==> src/xvid_pkg.sv <==
// shared word, address, index and colour typedefs
// bus register numbers and the XR palette region code
// CPU memory access sequencer states
package xvid_pkg;

    typedef logic [15:0] word_t;        // vram, palette or XR data word
    typedef logic [15:0] vram_addr_t;   // vram word address
    typedef logic [3:0]  nib_mask_t;    // one write enable per nibble
    typedef logic [7:0]  color_idx_t;   // palette index, high byte of a word first
    typedef logic [3:0]  rgb4_t;        // one colour channel
    typedef logic [3:0]  intr_t;        // frame start in bit 0, line start in bit 1
    typedef logic [3:0]  reg_num_t;     // bus register number

    // bus register map
    localparam reg_num_t REG_XR_ADDR   = 4'h0;
    localparam reg_num_t REG_XR_DATA   = 4'h1;
    localparam reg_num_t REG_VRAM_ADDR = 4'h2;
    localparam reg_num_t REG_VRAM_DATA = 4'h3;
    localparam reg_num_t REG_SYS_CTRL  = 4'h4;
    localparam reg_num_t REG_INTR      = 4'h5;

    // palette lives at XR addr[13:12] with addr[15] set
    localparam logic [1:0] XR_COLOR_REGION = 2'b00;

    typedef enum logic [1:0] {
        IDLE,       // no vram access held
        WR_PEND,    // write waiting for done
        RD_PEND     // prefetch read waiting for done
    } bus_state_t;

endpackage

==> src/video_gen.sv <==
// video timing counters, syncs and display enable
// vram fetch of two indexed pixels per word, frame and line interrupts
`timescale 1ns/1ps

module video_gen #(
    parameter int H_VISIBLE = 640,
    parameter int H_FRONT   = 16,
    parameter int H_SYNC    = 96,
    parameter int H_BACK    = 48,
    parameter int V_VISIBLE = 480,
    parameter int V_FRONT   = 10,
    parameter int V_SYNC    = 2,
    parameter int V_BACK    = 33
) (
    input  logic                 clk,
    input  logic                 reset_i,
    output logic                 vid_sel_o,
    output xvid_pkg::vram_addr_t vid_addr_o,
    input  xvid_pkg::word_t      vid_data_i,    // one cycle after select
    output xvid_pkg::color_idx_t index_o,
    output logic                 hsync_o,
    output logic                 vsync_o,
    output logic                 de_o,
    output xvid_pkg::intr_t      intr_signal_o
);
    import xvid_pkg::*;

    localparam int H_TOTAL = H_VISIBLE + H_FRONT + H_SYNC + H_BACK;
    localparam int V_TOTAL = V_VISIBLE + V_FRONT + V_SYNC + V_BACK;
    localparam int HW      = $clog2(H_TOTAL);
    localparam int VW      = $clog2(V_TOTAL);

    logic [HW-1:0] h_cnt_q;
    logic [VW-1:0] v_cnt_q;
    logic          h_vis;
    logic          v_vis;
    logic          hs;
    logic          vs;
    logic [1:0]    hs_q;        // 2 cycle delays line up with index
    logic [1:0]    vs_q;
    logic [1:0]    de_q;
    logic          fetch_q;     // fetched word arrives now
    color_idx_t    lo_idx_q;    // second pixel of the word
    vram_addr_t    addr_q;

    assign h_vis = h_cnt_q < HW'(H_VISIBLE);
    assign v_vis = v_cnt_q < VW'(V_VISIBLE);
    assign hs    = (h_cnt_q >= HW'(H_VISIBLE + H_FRONT)) &&
                   (h_cnt_q < HW'(H_VISIBLE + H_FRONT + H_SYNC));
    assign vs    = (v_cnt_q >= VW'(V_VISIBLE + V_FRONT)) &&
                   (v_cnt_q < VW'(V_VISIBLE + V_FRONT + V_SYNC));

    assign vid_sel_o  = h_vis && v_vis && !h_cnt_q[0];   // even visible columns
    assign vid_addr_o = addr_q;

    // frame start at first front porch line, line start at column 0
    assign intr_signal_o = {2'b00, h_cnt_q == '0,
                            (h_cnt_q == '0) && (v_cnt_q == VW'(V_VISIBLE))};

    always_ff @(posedge clk) begin
        if (reset_i) begin
            h_cnt_q <= HW'(H_TOTAL - 1);     // last blank cycle of a frame
            v_cnt_q <= VW'(V_TOTAL - 1);
            addr_q  <= '0;
            fetch_q <= 1'b0;
            hs_q    <= '0;
            vs_q    <= '0;
            de_q    <= '0;
        end else begin
            if (h_cnt_q == HW'(H_TOTAL - 1)) begin
                h_cnt_q <= '0;
                v_cnt_q <= (v_cnt_q == VW'(V_TOTAL - 1)) ? '0 : v_cnt_q + 1'b1;
            end else begin
                h_cnt_q <= h_cnt_q + 1'b1;
            end
            if (!v_vis) begin
                addr_q <= '0;               // restart each frame
            end else if (vid_sel_o) begin
                addr_q <= addr_q + 1'b1;
            end
            fetch_q <= vid_sel_o;
            hs_q    <= {hs_q[0], hs};
            vs_q    <= {vs_q[0], vs};
            de_q    <= {de_q[0], h_vis && v_vis};
        end
    end

    // unpack high byte then low byte
    always_ff @(posedge clk) begin
        if (fetch_q) begin
            index_o  <= vid_data_i[15:8];
            lo_idx_q <= vid_data_i[7:0];
        end else begin
            index_o <= lo_idx_q;
        end
    end

    assign hsync_o = hs_q[1];
    assign vsync_o = vs_q[1];
    assign de_o    = de_q[1];

endmodule

==> config.mk <==
export PLATFORM = sky130hd
export DESIGN_NAME = video_gen
export DESIGN_NICKNAME = d
export VERILOG_FILES = /design/src/xvid_pkg.sv /design/src/video_gen.sv
export SDC_FILE = /design/constraint.sdc
export NUM_CORES = 1
export LEC_CHECK = 0
export ABC_AREA = 1
export BUFFER_PORTS_ARGS = -buffer_cell sky130_fd_sc_hd__clkbuf_2
export CAP_MARGIN = 20
export CORE_MARGIN = 2
export CORE_UTILIZATION = 50
export CTS_CLUSTER_SIZE = 8
export DETAILED_ROUTE_END_ITERATION = 8
export PLACE_DENSITY_LB_ADDON = 0.3
export REMOVE_ABC_BUFFERS = 1
export SLEW_MARGIN = 20
export SYNTH_ARGS = -nofsm -noshare
export SYNTH_HDL_FRONTEND = slang
export SYNTH_SLANG_ARGS = --single-unit
export TNS_END_PERCENT = 20
==> constraint.sdc <==
create_clock -name clk -period 1.84 [get_ports clk]
set_clock_uncertainty 0.05 [all_clocks]
set_input_delay 0.092 -clock clk [delete_from_list [all_inputs] [get_ports clk]]
set_output_delay 0.092 -clock clk [all_outputs]
set_load 0.01 [all_outputs]
==> metrics, run 1 <==
Crit Path Category reg -> out; Sw Ratio 0.3454; Tot GR Track Use 0.2139; IO Pins 50; Reg power frac 0.400; overall power 3.973 mW; VDD IR max 0.7848 mV; yosys warns 0; Hold Path Class reg -> reg; pwr dens 1126 nW/um^2; share of cells above drive strength 1 0.2098; antenna diode count 0; multi-input logic area ~1300 sq um; GRT overflow 0; die span in x 79.14 um; number of synthesized flops with an enable pin 8; Post-DP HPWL approximately 4200 um; FF-to-FF setup slack about 0.29 ns; H-Tree Depth 3; Post-Route WL slightly above 6000 um; Synth Area in Simple Gates 0.3191; Synth Cell Area 2823 sq um; Synth Flop Type dfxtp_1; Slew @ Worst Pin 0.5866 ns; Chip Height 79.14 um; Max Freq 589.2 MHz; P_leak 1.520 nW; placed cell area 3122 sq um; CTS sink cnt 59; Area Overhead vs Synth 25.00%; Rows 27; clk root buf clkbuf_8; CTS buffer count 9; Mapped Avg Cell Area 7.608 sq um; combinational share of power 0.274; Adder-Cell Fraction of Synth Area 0.02216; RSZ-0062 raised after global routing false; P_int 2.601 mW; Max FO, Critical Path 4; Critical Path AT 1.56 ns; PortBufs 47; storage element area 1264 sq um; Final min period 1.697 ns; starting density of the core 0.5158; Nets 466; WP data required between 1.5 and 2 ns; largest net degree at the start of global routing 25; Clock Latency Late Sink 0.34 ns; clock share of power 0.325; final setup vio count 0; crit share post-route 0.9224; total negative slack 0 ns; first-pass GRT wire length 10580 um; drt via density between 5 and 6; Antenna Nets Post-Route 0; Final GP Congestion slightly below 0.9; commonest non-fill, non-tap cell in the layout nand2_1; drt drc 0; Seq/Total Area, Yosys 0.4468; Synth Instances 371; Slew Limit Fails 0; Clock transition at path regs 0.07 ns; final instance area 3528 sq um; final setup margin 0.1428 ns; Async SR Flop Fraction 0; outcome finished, final reports clean; Routed WL per cell 11.89 um; crit start category flop; DIE AREA roughly 6300 sq um; Worst setup EP type primary output; Rel. slew slack 0.6084; CTS tree done; drt pass-1 iters 4; largest family of logic cells by synthesized area simple AND/OR/NAND/NOR gates; fillers 501; initial antenna violation count 0; Synth Register Bits 59; most frequent cells in the layout nand2_1, nor2_1, dfxtp_1, clkbuf_2, inv_1; Compound-Gate Fraction of Synth Area 0.07225; mux cell area share after synthesis 0.03191; 1st-iter DRT viols 85; vias in the first global route 2486; routed vias 2611; Hold Fails Final Rpt 0; Place WS approximately 0.090 ns; maximum root-to-sink buffer count 2; CORE AREA 5473 sq um; Synth Area in XOR/XNOR 0.01862; Distinct cells, synth 34; max_cap viols 0; Setup Buffers After CTS 0; Psw approximately 1.4 mW
## critical path: stages (launching register included)
cell	delay, ns
dfxtp_1	0.41
nand2_2	0.13
nor2_4	0.17
inv_1	0.07
nor4_2	0.27
clkbuf_2	0.17
## cell families (layout without fill, tap and decap cells)
family          Yosys count  count (layout)
simple gates            201             201
flops                    59              59
fa+ha+maj                 5               5
buf+inv                  56             132
mux                       8               8
xor+xnor                  6               6
compound gates           35              35
other cells               1               2
## path summary, 6_finish.rpt
check | startpoint | endpoint | cells past startpoint
worst max-delay path | v_cnt_q[5] | intr_signal_o[0] | 5
worst min-delay path | de_q[0] | de_q[1] | 2
worst max register to register | h_cnt_q[0] | h_cnt_q[8] | 8
worst min register to register | de_q[0] | de_q[1] | 2
## cell type report
| type | instances | area share |
|---|---|---|
| Clock buffer | 10 | 0.03617 |
| Clock inverter | 6 | 0.02553 |
| Inverter | 46 | 0.04894 |
| Multi-Input combinational cell | 257 | 0.3780 |
| Sequential cell | 59 | 0.3582 |
| Tap cell | 72 | 0.02553 |
| Timing Repair Buffer | 70 | 0.1277 |
## stage by stage
stage | util | hold WS [ns] | std cells
after global routing | 0.6447 | 0.3855 | 520
after CTS | 0.6417 | 0.3693 | 520
after global placement | 0.5704 | 0.2195 | 487
after floorplan | - | 0.1111 | 362
final | 0.6447 | 0.3657 | 520
after detailed placement | 0.5704 | 0.2206 | 487
## power by group through the flow
stage / Sequential [mW] / Combinational (mW) / Clock [mW]
finish: 1.59 / 1.09 / 1.29
global route: 1.61 / 1.25 / 1.36
CTS: 1.59 / 1.08 / 1.33
detailed placement: 1.61 / 1.05 / 0
global placement: 1.61 / 1.03 / 0
floorplan: 1.59 / 0.778 / 0
## routing by layer
layer / share of wire / vias up / track usage
met5: 0 / - / 0
met4: 0.016 / 0 / 0.1052
met3: 0.040 / 8 / 0.03977
met2: 0.47 / 57 / 0.3636
met1: 0.48 / 1210 / 0.2594
li1: - / 1336 / -
## flip-flops by register name, indices dropped and copies added (netlist names), 2 cells and up
register,cells
h_cnt_q,10
index_o,8
v_cnt_q,10
lo_idx_q,8
vid_addr_o,16
hs_q,2
vs_q,2
de_q,2
## cell usage after synthesis, types with 2 or more instances
cell type / n / area (sq um)
nand2_1: 90 / 337.8
nor2_1: 52 / 195.2
dfxtp_1: 51 / 1021
inv_1: 46 / 172.7
a21oi_1: 19 / 95.09
nand3_1: 18 / 90.09
nand4_1: 16 / 100.1
edfxtp_1: 8 / 240.2
mux2_2: 8 / 90.09
nor3_1: 7 / 35.03
o21ai_0: 7 / 35.03
nand3b_1: 6 / 45.04
ha_1: 5 / 62.56
xor2_1: 5 / 43.79
buf_4: 3 / 22.52
clkbuf_1: 3 / 11.26
o21bai_1: 3 / 22.52
buf_6: 2 / 22.52
nand2_2: 2 / 12.51
nand3_2: 2 / 20.02
nor2_2: 2 / 12.51
nor2_4: 2 / 22.52
o21ai_1: 2 / 10.01
or2_2: 2 / 12.51
## what timing repair did
item                                    4_1_cts  5_1_grt
pin swaps                                     0        0
endpoints found under the setup margin        1        8
resized for setup                             1        5
hold buffers                                 17        0
endpoints found under the hold margin        17        0
Note: power is estimated with default switching activity, not from simulation.
==> inputs of run 2 (changes only) <==
--- a/config.mk
+++ b/config.mk
@@ -8,7 +8,7 @@
 export ABC_AREA = 1
 export BUFFER_PORTS_ARGS = -buffer_cell sky130_fd_sc_hd__clkbuf_2
 export CAP_MARGIN = 20
-export CORE_MARGIN = 2
+export CORE_MARGIN = 10
 export CORE_UTILIZATION = 50
 export CTS_CLUSTER_SIZE = 8
 export DETAILED_ROUTE_END_ITERATION = 8
==> metrics, run 2 (same netlist as run 1, synthesis figures left out) <==
antenna diode count 0; max_cap viols 0; Nets 466; Rows 27; 1st-iter DRT viols 123; multi-input logic area 1340 sq um; CTS tree done; final setup vio count 0; Worst setup EP type primary output; CP top delay family simple AND/OR/NAND/NOR gates; die span in x 95.14 um; fillers 475; Core Util, Final 0.6330; placed cell count 487; clk root buf clkbuf_8; pwr dens 1076 nW/um^2; Max FO, Critical Path 5; Largest register FFs 16; starting density of the core 0.5126; fin cells 520; met2 routed WL 3109 um; Hold Crit Depth 2; Max Freq 586.9 MHz; DIE AREA approximately 9000 sq um; Setup Buffers After CTS 0; Clock transition at path regs around 0.07 ns; Rel. slew slack 0.6580; Area Overhead vs Synth 23.49%; P_leak 1.493 nW; overall power 3.749 mW; Hold Path Class in -> reg; Final min period 1.704 ns; crit start category flop; CORE AREA between 5000 and 6000 sq um; WP data required 1.70 ns; drt pass-1 iters 4; Final GP Congestion 0.8933; most frequent cells in the layout nand2_1, nor2_1, dfxtp_1, clkbuf_2, inv_1; CP max stage delay 0.42 ns; largest net degree at the start of global routing 25; met3 wire len around 470 um; Bufs and invs on worst path 2; Crit-path slowest cell dfxtp_1; Antenna Nets Post-Route 0; M1 WL 2989 um; IO Pins 50; Post-DP HPWL 4574 um; Chip Height 95.14 um; first-pass GRT wire length about 11000 um; crit share post-route 0.9260; R2R depth 8; H-Tree Depth 3; CTS buffer count 9; Routed WL per cell 12.89 um; final setup margin approximately 0.14 ns; commonest non-fill, non-tap cell in the layout nand2_1; DR top layer met4; routed vias 2577; initial antenna violation count 0; Crit Path Category reg -> out; CP Cell Sequence nand2_2, nor2_4, inv_1, nor4_2, clkbuf_2; Clock Latency Late Sink 0.34 ns; outcome finished, final reports clean; Slew Limit Fails 0; Critical Path AT between 1.5 and 2 ns; GRT overflow 0; drt via density slightly below 5; VDD IR max 0.9351 mV; share of cells above drive strength 1 0.2165; drt drc 0; Place WS roughly 0.35 ns; CTS sink cnt 59; vias in the first global route 2483; Post-Route WL 6702 um; Tot GR Track Use 0.1545; Crit path depth 5; maximum root-to-sink buffer count 2; Slew @ Worst Pin between 0.5 and 0.6 ns; storage element area 1265 sq um; PortBufs 47; Hold Fails Final Rpt 0
-- run 2: cell types whose count changed in the layout (fill, tap and decap cells not counted), sizes merged --
cell,previous run,this run
inv,46,47
clkbuf,57,56
clkinvlp,1,3
nor2,56,57
bufinv,2,0
dlygate4sd3,17,16
-- run 2: metal layers --
metal | up-vias | global-route usage
met4 | 0 | 0.06733
met2 | 60 | 0.2528
met3 | 11 | 0.05027
met5 | - | 0
li1 | 1339 | -
met1 | 1167 | 0.1810
-- run 2: timing repair --
action                     in CTS  in global routing
gates resized for setup         1                  6
gates cloned                    0                  1
hold buffers                   16                  0
setup endpoints to repair       1                  2
pin swaps                       0                  1
hold endpoints to repair       16                  0
-- run 2: layout make-up --
| cell class | count | area share |
|---|---|---|
| well taps | 72 | 0.02584 |
| clock inverters | 7 | 0.01543 |
| flip-flops and latches | 59 | 0.3629 |
| inverters | 46 | 0.04953 |
| clock buffers | 9 | 0.03553 |
| repair buffers | 69 | 0.1263 |
| multi-input cells | 258 | 0.3844 |
-- run 2: final timing paths --
| kind | startpoint | to | slack, ns |
|---|---|---|---|
| max | v_cnt_q[8] | intr_signal_o[0] | 0.14 |
| min | reset_i | v_cnt_q[6] | 0.06 |
| max reg2reg | h_cnt_q[0] | h_cnt_q[8] | 0.34 |
| min reg2reg | de_q[0] | de_q[1] | 0.36 |
-- run 2: power breakdown --
| part | internal (mW) | total, mW | leakage [nW] | switching [mW] |
|---|---|---|---|---|
| sequential | 1.44 | 1.59 | 0.490 | 0.146 |
| clock | 0.493 | 1.06 | 0.0818 | 0.571 |
| combinational | 0.394 | 1.09 | 0.921 | 0.700 |
| total | 2.33 | 3.75 | 1.49 | 1.42 |
-- run 2: metrics by stage --
step                      hold WS [ns]  setup TNS [ns]  cell area (sq um)
after floorplan                 0.1111               0               2751
after global placement          0.2192               0               3122
after detailed placement        0.2216               0               3122
after CTS                      0.05466               0               3462
after global routing           0.08247       -0.007252               3486
final                          0.05700               0               3486
