<file path="src/xvid_pkg.sv">
// shared word, address, index and colour typedefs
// bus register numbers and the XR palette region code
// CPU memory access sequencer states
package xvid_pkg;

    typedef logic [15:0] word_t;        // vram, palette or XR data word
    typedef logic [15:0] vram_addr_t;   // vram word address
    typedef logic [3:0]  nib_mask_t;    // one write enable per nibble
    typedef logic [7:0]  color_idx_t;   // palette index, high byte of a word first
    typedef logic [3:0]  rgb4_t;        // one colour channel
    typedef logic [3:0]  intr_t;        // frame start in bit 0, line start in bit 1
    typedef logic [3:0]  reg_num_t;     // bus register number

    // bus register map
    localparam reg_num_t REG_XR_ADDR   = 4'h0;
    localparam reg_num_t REG_XR_DATA   = 4'h1;
    localparam reg_num_t REG_VRAM_ADDR = 4'h2;
    localparam reg_num_t REG_VRAM_DATA = 4'h3;
    localparam reg_num_t REG_SYS_CTRL  = 4'h4;
    localparam reg_num_t REG_INTR      = 4'h5;

    // palette lives at XR addr[13:12] with addr[15] set
    localparam logic [1:0] XR_COLOR_REGION = 2'b00;

    typedef enum logic [1:0] {
        IDLE,       // no vram access held
        WR_PEND,    // write waiting for done
        RD_PEND     // prefetch read waiting for done
    } bus_state_t;

endpackage

</file>
<file path="src/vram_if.sv">
// one video memory access port
// requester drives the access, memory returns read data
`timescale 1ns/1ps

interface vram_if;
    import xvid_pkg::*;

    logic       sel;      // access request or select
    logic       wr;       // write when set
    nib_mask_t  mask;     // nibble write enables
    vram_addr_t addr;
    word_t      wdata;
    word_t      rdata;    // read word

    modport requester (
        output sel, wr, mask, addr, wdata,
        input  rdata
    );

    modport memory (
        input  sel, wr, mask, addr, wdata,
        output rdata
    );

endinterface

</file>
<file path="src/vram_arbiter.sv">
// video memory arbiter, video fetch has priority
// CPU gets the free slots, read data routed back per requester
`timescale 1ns/1ps

module vram_arbiter (
    input  logic                 clk,
    input  logic                 reset_i,
    input  logic                 vid_sel_i,     // video fetch this cycle
    input  xvid_pkg::vram_addr_t vid_addr_i,
    output xvid_pkg::word_t      vid_data_o,    // valid the cycle after select
    vram_if.memory               cpu_i,         // held CPU request
    output logic                 cpu_done_o,    // one cycle, read data valid
    vram_if.requester            mem_o          // merged memory port
);
    import xvid_pkg::*;

    logic  cpu_grant;       // CPU owns the memory this cycle
    logic  vid_gnt_q;       // video was granted last cycle
    logic  cpu_gnt_q;       // CPU was granted last cycle
    logic  cpu_rd_q;        // that CPU grant was a read
    word_t vid_hold_q;      // last video read
    word_t cpu_hold_q;      // last CPU read

    // no regrant while the CPU finishes its done cycle
    assign cpu_grant = cpu_i.sel && !vid_sel_i && !cpu_gnt_q;

    assign mem_o.sel   = vid_sel_i || cpu_grant;
    assign mem_o.wr    = cpu_grant && cpu_i.wr;     // video only reads
    assign mem_o.mask  = cpu_i.mask;
    assign mem_o.addr  = vid_sel_i ? vid_addr_i : cpu_i.addr;
    assign mem_o.wdata = cpu_i.wdata;

    // who owns the read data arriving next cycle
    always_ff @(posedge clk) begin
        if (reset_i) begin
            vid_gnt_q <= 1'b0;
            cpu_gnt_q <= 1'b0;
            cpu_rd_q  <= 1'b0;
        end else begin
            vid_gnt_q <= vid_sel_i;
            cpu_gnt_q <= cpu_grant;
            cpu_rd_q  <= cpu_grant && !cpu_i.wr;
        end
    end

    // capture registers
    always_ff @(posedge clk) begin
        if (vid_gnt_q) begin
            vid_hold_q <= mem_o.rdata;
        end
        if (cpu_rd_q) begin
            cpu_hold_q <= mem_o.rdata;
        end
    end

    assign vid_data_o  = vid_gnt_q ? mem_o.rdata : vid_hold_q;
    assign cpu_i.rdata = cpu_rd_q ? mem_o.rdata : cpu_hold_q;
    assign cpu_done_o  = cpu_gnt_q;

endmodule

</file>
<file path="src/flat_wrapper.sv">
// flat-port wrapper written by rule: the top's interface ports become plain ports
module vram_arbiter_flat import xvid_pkg::*;
  (clk, reset_i, vid_sel_i, vid_addr_i, vid_data_o, cpu_done_o, cpu_i_sel, cpu_i_wr, cpu_i_mask, cpu_i_addr, cpu_i_wdata, cpu_i_rdata, mem_o_sel, mem_o_wr, mem_o_mask, mem_o_addr, mem_o_wdata, mem_o_rdata);
  vram_if cpu_i_i ();
  vram_if mem_o_i ();
  input  logic clk;
  input  logic reset_i;
  input  logic vid_sel_i;
  input  xvid_pkg::vram_addr_t vid_addr_i;
  output xvid_pkg::word_t vid_data_o;
  output logic cpu_done_o;
  input wire logic [$bits(cpu_i_i.sel)-1:0] cpu_i_sel;
  input wire logic [$bits(cpu_i_i.wr)-1:0] cpu_i_wr;
  input wire logic [$bits(cpu_i_i.mask)-1:0] cpu_i_mask;
  input wire logic [$bits(cpu_i_i.addr)-1:0] cpu_i_addr;
  input wire logic [$bits(cpu_i_i.wdata)-1:0] cpu_i_wdata;
  output wire logic [$bits(cpu_i_i.rdata)-1:0] cpu_i_rdata;
  output wire logic [$bits(mem_o_i.sel)-1:0] mem_o_sel;
  output wire logic [$bits(mem_o_i.wr)-1:0] mem_o_wr;
  output wire logic [$bits(mem_o_i.mask)-1:0] mem_o_mask;
  output wire logic [$bits(mem_o_i.addr)-1:0] mem_o_addr;
  output wire logic [$bits(mem_o_i.wdata)-1:0] mem_o_wdata;
  input wire logic [$bits(mem_o_i.rdata)-1:0] mem_o_rdata;
  assign cpu_i_i.sel = cpu_i_sel;
  assign cpu_i_i.wr = cpu_i_wr;
  assign cpu_i_i.mask = cpu_i_mask;
  assign cpu_i_i.addr = cpu_i_addr;
  assign cpu_i_i.wdata = cpu_i_wdata;
  assign cpu_i_rdata = cpu_i_i.rdata;
  assign mem_o_sel = mem_o_i.sel;
  assign mem_o_wr = mem_o_i.wr;
  assign mem_o_mask = mem_o_i.mask;
  assign mem_o_addr = mem_o_i.addr;
  assign mem_o_wdata = mem_o_i.wdata;
  assign mem_o_i.rdata = mem_o_rdata;
  vram_arbiter u_core (.clk(clk), .reset_i(reset_i), .vid_sel_i(vid_sel_i), .vid_addr_i(vid_addr_i), .vid_data_o(vid_data_o), .cpu_i(cpu_i_i), .cpu_done_o(cpu_done_o), .mem_o(mem_o_i));
endmodule
</file>
<file path="config.mk">
export PLATFORM = sky130hd
export DESIGN_NAME = vram_arbiter_flat
export DESIGN_NICKNAME = d
export VERILOG_FILES = /design/src/xvid_pkg.sv /design/src/vram_if.sv /design/src/vram_arbiter.sv /design/src/flat_wrapper.sv
export SDC_FILE = /design/constraint.sdc
export NUM_CORES = 1
export LEC_CHECK = 0
export ABC_AREA = 0
export BUFFER_PORTS_ARGS = -buffer_cell sky130_fd_sc_hd__clkbuf_2
export CELL_PAD_IN_SITES_DETAIL_PLACEMENT = 1
export CELL_PAD_IN_SITES_GLOBAL_PLACEMENT = 2
export CORE_MARGIN = 2
export CORE_UTILIZATION = 21
export DETAILED_ROUTE_END_ITERATION = 10
export GPL_TIMING_DRIVEN = 0
export PLACE_DENSITY_LB_ADDON = 0.12
export SYNTH_ARGS = -nofsm -noshare
export SYNTH_HDL_FRONTEND = slang
export SYNTH_SLANG_ARGS = --single-unit
</file>
<file path="constraint.sdc">
create_clock -name clk -period 1.3 [get_ports clk]
set_input_delay 0.13 -clock clk [delete_from_list [all_inputs] [get_ports clk]]
set_output_delay 0.13 -clock clk [all_outputs]
set_load 0.005 [all_outputs]
</file>
==> results of run 1 <==
==> registers in the layout, summed over array words and instances (netlist names) <==
name	count
u_core.vid_hold_q	16
u_core.cpu_hold_q	16
u_core.vid_gnt_q	1
u_core.cpu_rd_q	1
u_core.cpu_done_o	1
==> through the flow <==
step	TNS, ns	cell area, um2	setup WS [ns]	power [mW]
global placement	0	2380	0.125	2.23
detailed placement	0	2380	0.120	2.23
CTS	-4.83	2590	-0.179	3.14
floorplan	0	1640	0.307	1.82
finish	-3.54	2680	-0.153	3.13
global route	-5.56	2680	-0.220	3.34
==> layout make-up <==
class,count,area [um2],share of cell area
timing repair buffer,134,777,0.290
buffer,25,233,0.0870
sequential,35,706,0.264
tap,102,128,0.0477
clock buffer,5,68.8,0.0257
clock inverter,3,23.8,0.00888
multi-input combinational,54,737,0.275
inverter,1,3.75,0.00140
==> critical path: cells and delay by family, from the launching register on <==
family,cells,cell delay (ns)
flip-flops,1,0.33
buffers and inverters,3,0.40
multiplexers,1,0.30
==> per-layer routing <==
metal,vias up,GRT usage
met5,-,0
met4,0,0.0261
met3,8,0.0594
met2,93,0.176
met1,648,0.120
li1,658,-
==> report_power, final <==
| group | internal, mW | total, mW | switching, mW | leakage [nW] |
|---|---|---|---|---|
| Sequential | 1.27 | 1.33 | 0.0530 | 0.296 |
| Combinational | 0.661 | 0.999 | 0.338 | 1.07 |
| Clock | 0.383 | 0.803 | 0.420 | 0.0408 |
==> cells by family after synthesis <==
family,count (synthesis),share of synthesized area
flip-flops,35,0.427
AO/OA/AOI/OAI,1,0.00458
buffers and inverters,27,0.151
multiplexers,48,0.394
AND/OR/NAND/NOR,5,0.0236
==> placed cells by master, fill, tap and decap left out <==
cell type / count
sky130_fd_sc_hd__a21o_1: 1
sky130_fd_sc_hd__buf_12: 5
sky130_fd_sc_hd__buf_4: 27
sky130_fd_sc_hd__buf_6: 5
sky130_fd_sc_hd__clkbuf_16: 2
sky130_fd_sc_hd__clkbuf_2: 120
sky130_fd_sc_hd__clkbuf_8: 5
sky130_fd_sc_hd__clkinvlp_4: 2
sky130_fd_sc_hd__dfxtp_1: 33
sky130_fd_sc_hd__dfxtp_2: 1
sky130_fd_sc_hd__dfxtp_4: 1
sky130_fd_sc_hd__inv_1: 1
sky130_fd_sc_hd__inv_6: 1
sky130_fd_sc_hd__mux2_2: 8
sky130_fd_sc_hd__mux2_4: 40
sky130_fd_sc_hd__nand2b_4: 1
sky130_fd_sc_hd__nor2b_1: 1
sky130_fd_sc_hd__nor3_1: 1
sky130_fd_sc_hd__nor3b_1: 1
sky130_fd_sc_hd__nor4_1: 1
==> what timing repair did <==
item,in CTS,in global routing
setup endpoints to repair,32,32
setup buffers,6,4
gates resized for setup,15,4
hold endpoints to repair,0,0
cloned,0,2
==> worst min path at each step <==
stage | start | to | slack (ns) | depth (start not counted)
after floorplan | reset_i | u_core.vid_gnt_q$_SDFF_PP0_ | 0.20 | 1
after global placement | cpu_i_wr | u_core.cpu_rd_q$_SDFF_PP0_ | 0.33 | 2
after detailed placement | reset_i | u_core.vid_gnt_q$_SDFF_PP0_ | 0.33 | 2
after CTS | reset_i | u_core.vid_gnt_q$_SDFF_PP0_ | 0.002 | 2
after global routing | reset_i | u_core.vid_gnt_q$_SDFF_PP0_ | 0.02 | 2
final | reset_i | u_core.vid_gnt_q$_SDFF_PP0_ | 0.02 | 2
==> results.sh, run 1 <==
export IMPL_status="complete, but fails checks"
export IMPL_failed_checks="setup timing"
export IMPL_wl_met1_mm=1.87
export IMPL_postSynthRegisterBits=35
export IMPL_worst_hold_path_type="input port to register"
export IMPL_fp_coreArea_um2=7650
export IMPL_setup_violations_final=32
export IMPL_floorplan_initialDensity=0.214
export IMPL_cpMaxStageDelayCell="sky130_fd_sc_hd__dfxtp_2"
export IMPL_synthMostInstantiatedCell="sky130_fd_sc_hd__dfxtp_1"
export IMPL_num_fill_cells=875
export IMPL_placed_cells_incl_taps=340
export IMPL_finish_cell_count_without_fillers=359
export IMPL_r2r_cells=4
export IMPL_vias=1407
export IMPL_grt_setup_unrepaired="true"
export IMPL_firstDrtPassIters=3
export IMPL_area_overhead_vs_synth_pct=63.2
export IMPL_worst_path_largest_cell_delay_ns=0.33
export IMPL_groute_usage_overall=0.107
export IMPL_power_per_cell_area_nw_per_um2=1170
export IMPL_fmax_mhz=688
export IMPL_clock_sinks=35
export IMPL_vdd_ir_drop_worst_mv=0.297
export IMPL_top_layer_in_use="met4"
export IMPL_hpwl_mm=3.81
export IMPL_r2r_end="u_core.vid_hold_q[8]$_DFF_P_"
export IMPL_final_hold_violation_count=0
export IMPL_warnings_synthesis=0
export IMPL_post_syn_area_um2=1640
export IMPL_placer_s_final_routability_congestion_estimate=0.665
export IMPL_worst_hold_slack_ns=0.0166
export IMPL_syn_instance_count=116
export IMPL_die_x_um=92.4
export IMPL_worst_pin_slew_ns=0.247
export IMPL_clk_root_buffer_cell="sky130_fd_sc_hd__clkbuf_8"
export IMPL_route_final_wire_length_mm=4.82
export IMPL_io_buffer_count=122
export IMPL_synth_top_area_cell="sky130_fd_sc_hd__dfxtp_1"
export IMPL_timing_max_slew_rel_slack=0.834
export IMPL_antenna_violating_nets_post_route=0
export IMPL_yosys_most_used_dff="sky130_fd_sc_hd__dfxtp_1"
export IMPL_h_tree_depth=2
export IMPL_route_met3_wl_um=628
export IMPL_final_max_slew_viol_count=0
export IMPL_clkSlewWorstSetupHoldPaths_ns=0.08
export IMPL_cp_end_kind="primary output"
export IMPL_placementRows=32
export IMPL_first_pass_grt_wire_length_mm=7.16
export IMPL_cts_hold_buffers=0
export IMPL_ctsLongestPathBuffers=2
export IMPL_crit_chain="buf_6 -> clkbuf_16 -> mux2_4 -> clkbuf_2"
export IMPL_min_period_ns=1.45
export IMPL_grt_pass1_vias=1422
export IMPL_die_height_um=92.4
export IMPL_syn_num_nets=189
export IMPL_mean_area_per_synthesized_cell_um2=14.1
export IMPL_grt_overflow_total=0
export IMPL_final_nets=329
export IMPL_drc_errors=0
export IMPL_post_layout_util=0.350
export IMPL_number_of_ports_placed_on_the_die_boundary=144
export IMPL_n_antenna_cell=0
export IMPL_finalClockSkew_ns=0.00866
export IMPL_routedWlPerCell_um=13.4
export IMPL_reg2reg_slack_ns=0.15
export IMPL_worst_setup_path_start_kind="register"
export IMPL_yosys_area_top_type_share=0.427
export IMPL_design_die_area_um2=8530
export IMPL_netlist_top_cells_count="35 x sky130_fd_sc_hd__dfxtp_1, 28 x sky130_fd_sc_hd__mux2_4, 20 x sky130_fd_sc_hd__buf_4, 20 x sky130_fd_sc_hd__mux2_2"
export IMPL_detail_route_vias_per_cell=3.92
export IMPL_crit_start="u_core.vid_gnt_q$_SDFF_PP0_"
export IMPL_netlist_cell_type_count=13
export IMPL_drt_initial_violations=13
export IMPL_most_area_consuming_cells_after_synthesis="sky130_fd_sc_hd__dfxtp_1 43%, sky130_fd_sc_hd__mux2_4 26%, sky130_fd_sc_hd__mux2_2 14%"
export IMPL_synth_seq_area_share=0.427
export IMPL_worstSetupEndpoint="vid_data_o[6]"
export IMPL_setup_slack_ns=-0.153
export IMPL_cts_tree="done"
export IMPL_cts_made_buffers=5
export IMPL_worst_setup_path_type="register to primary output"
export IMPL_maximum_number_of_pins_on_one_net_before_global_route_repair=14
export IMPL_r2r_startpoint="u_core.vid_gnt_q$_SDFF_PP0_"
export IMPL_crit_required_ns=1.17
export IMPL_grt_antenna_before_repair=0
export IMPL_clock_latency_ns=0.29
export IMPL_synth_enable_flop_cells=0
export IMPL_critical_path_max_fanout=6
export IMPL_synth_async_reset_ratio=0
export IMPL_wl_met2_mm=2.28
export IMPL_post_route_period_util=1.12
export IMPL_layout_drive_gt1_share=0.848
export IMPL_cap_viol_max_count=0
export IMPL_total_leakage_power_nw=1.41
export IMPL_worstPathArrival_ns=1.32
(Power assumes the default switching activity.)
==> run 2: changes to the inputs <==
--- a/config.mk
+++ b/config.mk
@@ -13,7 +13,7 @@
 export CORE_UTILIZATION = 21
 export DETAILED_ROUTE_END_ITERATION = 10
 export GPL_TIMING_DRIVEN = 0
-export PLACE_DENSITY_LB_ADDON = 0.12
+export PLACE_DENSITY_LB_ADDON = 0.08
 export SYNTH_ARGS = -nofsm -noshare
 export SYNTH_HDL_FRONTEND = slang
 export SYNTH_SLANG_ARGS = --single-unit
==> results.sh, run 2 (same netlist as run 1, synthesis figures left out) <==
export IMPL_post_place_ws_ns=0.122
export IMPL_cts_tree="done"
export IMPL_clk_root_buffer_cell="sky130_fd_sc_hd__clkbuf_8"
export IMPL_cp_end_kind="primary output"
export IMPL_area_overhead_vs_synth_pct=65.5
export IMPL_grt_pass1_vias=1526
export IMPL_h_tree_depth=2
export IMPL_post_layout_total_power_mw=3.33
export IMPL_mostFrequentLayoutCells="116 x sky130_fd_sc_hd__clkbuf_2, 40 x sky130_fd_sc_hd__mux2_4, 33 x sky130_fd_sc_hd__dfxtp_1, 26 x sky130_fd_sc_hd__buf_4"
export IMPL_min_period_ns=1.46
export IMPL_firstDrtPassIters=2
export IMPL_design_die_area_um2=8530
export IMPL_total_switching_power_mw=0.798
export IMPL_layout_drive_gt1_share=0.844
export IMPL_die_height_um=92.4
export IMPL_placer_s_final_routability_congestion_estimate=0.705
export IMPL_pwr_share_seq=0.399
export IMPL_ctsLongestPathBuffers=2
export IMPL_route_final_wire_length_mm=4.83
export IMPL_routedWlPerCell_um=13.5
export IMPL_power_switching_fraction=0.240
export IMPL_clkPwrFrac=0.292
export IMPL_groute_usage_overall=0.112
export IMPL_cap_viol_max_count=0
export IMPL_io_buffer_count=122
export IMPL_power_per_cell_area_nw_per_um2=1230
export IMPL_finish_cell_count_without_fillers=359
export IMPL_power_share_combinational=0.309
export IMPL_post_route_cell_area_um2=2720
export IMPL_worst_hold_path_type="input port to register"
export IMPL_failed_checks="setup timing"
export IMPL_detail_route_vias_per_cell=3.83
export IMPL_floorplan_initialDensity=0.214
export IMPL_final_max_slew_viol_count=0
export IMPL_placed_cells_incl_taps=340
export IMPL_finalClockSkew_ns=0.00874
export IMPL_largestRegisters="u_core.cpu_hold_q: 16 flops, u_core.vid_hold_q: 16 flops"
export IMPL_clock_latency_ns=0.28
export IMPL_placed_cell_area_um2=2380
export IMPL_timing_max_slew_rel_slack=0.853
export IMPL_grt_overflow_total=0
export IMPL_post_route_period_util=1.12
export IMPL_vdd_ir_drop_worst_mv=0.467
export IMPL_die_x_um=92.4
export IMPL_n_antenna_cell=0
export IMPL_first_pass_grt_wire_length_mm=7.42
export IMPL_clock_sinks=35
export IMPL_number_of_ports_placed_on_the_die_boundary=144
export IMPL_final_nets=329
export IMPL_cpMaxStageDelayCell="sky130_fd_sc_hd__dfxtp_2"
export IMPL_grt_setup_unrepaired="true"
export IMPL_timing_critical_path_mode_cell="sky130_fd_sc_hd__buf_6"
export IMPL_worst_hold_slack_ns=0.0319
export IMPL_worst_pin_slew_ns=0.219
export IMPL_drc_errors=0
export IMPL_clkSlewWorstSetupHoldPaths_ns=0.08
export IMPL_total_leakage_power_nw=1.43
export IMPL_antenna_violating_nets_post_route=0
export IMPL_fmax_mhz=686
export IMPL_worstPathArrival_ns=1.33
export IMPL_vias=1376
export IMPL_placementRows=32
export IMPL_fp_coreArea_um2=7650
export IMPL_crit_chain="buf_6 -> clkbuf_16 -> mux2_4 -> buf_6"
export IMPL_layout_cells_most_common="sky130_fd_sc_hd__clkbuf_2"
export IMPL_final_hold_violation_count=0
export IMPL_worst_setup_path_start_kind="register"
export IMPL_maximum_number_of_pins_on_one_net_before_global_route_repair=13
export IMPL_critical_path_max_fanout=5
export IMPL_cts_made_buffers=5
export IMPL_drt_initial_violations=10
export IMPL_grt_antenna_before_repair=0
export IMPL_hpwl_mm=3.80
export IMPL_setup_slack_ns=-0.158
export IMPL_status="complete, but fails checks"
export IMPL_worst_path_largest_cell_delay_ns=0.33
export IMPL_crit_required_ns=1.17
export IMPL_setup_violations_final=32
export IMPL_worst_setup_path_type="register to primary output"
export IMPL_intPower_mw=2.53
[run 2: cell types whose count changed in the layout (fill, tap and decap cells not counted)]
cell,previous run,this run
sky130_fd_sc_hd__clkinvlp_4,2,0
sky130_fd_sc_hd__clkbuf_2,120,116
sky130_fd_sc_hd__buf_2,0,1
sky130_fd_sc_hd__clkinv_4,0,1
sky130_fd_sc_hd__dfxtp_4,1,0
sky130_fd_sc_hd__buf_6,5,8
sky130_fd_sc_hd__dlygate4sd3_1,0,1
sky130_fd_sc_hd__buf_4,27,26
sky130_fd_sc_hd__bufinv_16,0,1
sky130_fd_sc_hd__dfxtp_2,1,2
sky130_fd_sc_hd__inv_6,1,0
sky130_fd_sc_hd__clkinv_2,0,1
[run 2: per-stage QoR]
step	setup TNS (ns)	utilization
after floorplan	0	-
after global placement	0	0.311
after detailed placement	0	0.311
after CTS	-4.39	0.339
after global routing	-5.97	0.355
final	-3.87	0.355
[run 2: path summary, 6_finish.rpt]
check / start / endpoint / slack, ns / depth (start not counted)
worst max-delay path: u_core.cpu_rd_q$_SDFF_PP0_ / cpu_i_rdata[14] / -0.16 / 4
worst min-delay path: reset_i / u_core.vid_gnt_q$_SDFF_PP0_ / 0.03 / 2
worst max register to register: u_core.cpu_rd_q$_SDFF_PP0_ / u_core.cpu_hold_q[7]$_DFF_P_ / 0.14 / 4
worst min register to register: u_core.cpu_hold_q[11]$_DFF_P_ / u_core.cpu_hold_q[11]$_DFF_P_ / 0.47 / 1
[run 2: what timing repair did]
item / in CTS / in global routing
endpoints found under the setup margin: 32 / 33
hold endpoints to repair: 1 / 0
resized for setup: 14 / 9
hold buffers: 1 / 0
cloned: 0 / 2
buffers inserted: 3 / 5
[run 2: power by group through the flow]
stage / sequential [mW] / combinational (mW) / clock [mW]
final: 1.33 / 1.03 / 0.973
after global routing: 1.35 / 1.12 / 1.10
after CTS: 1.33 / 0.952 / 1.03
after detailed placement: 1.35 / 0.886 / 0
after global placement: 1.34 / 0.886 / 0
after floorplan: 1.33 / 0.489 / 0
[run 2: metal layers]
layer	GRT usage	vias up	part of all wire
met2	0.188	91	0.48
met3	0.0765	7	0.15
met1	0.113	624	0.36
li1	-	654	-
met4	0.0311	0	0.011
met5	0	-	0
[run 2: worst max-delay path, delay by kind of cell (launching register included)]
family   cells  cell delay, ns
buf+inv      3            0.41
flops        1            0.33
mux          1            0.30
[run 2: cell type report]
cell class | count | area [um2]
fillers | 885 | 4930
flip-flops and latches | 35 | 703
clock buffers | 5 | 68.8
well taps | 102 | 128
repair buffers | 133 | 787
multi-input cells | 54 | 737
inverters | 1 | 3.75
plain buffers | 26 | 244
clock inverters | 3 | 43.8
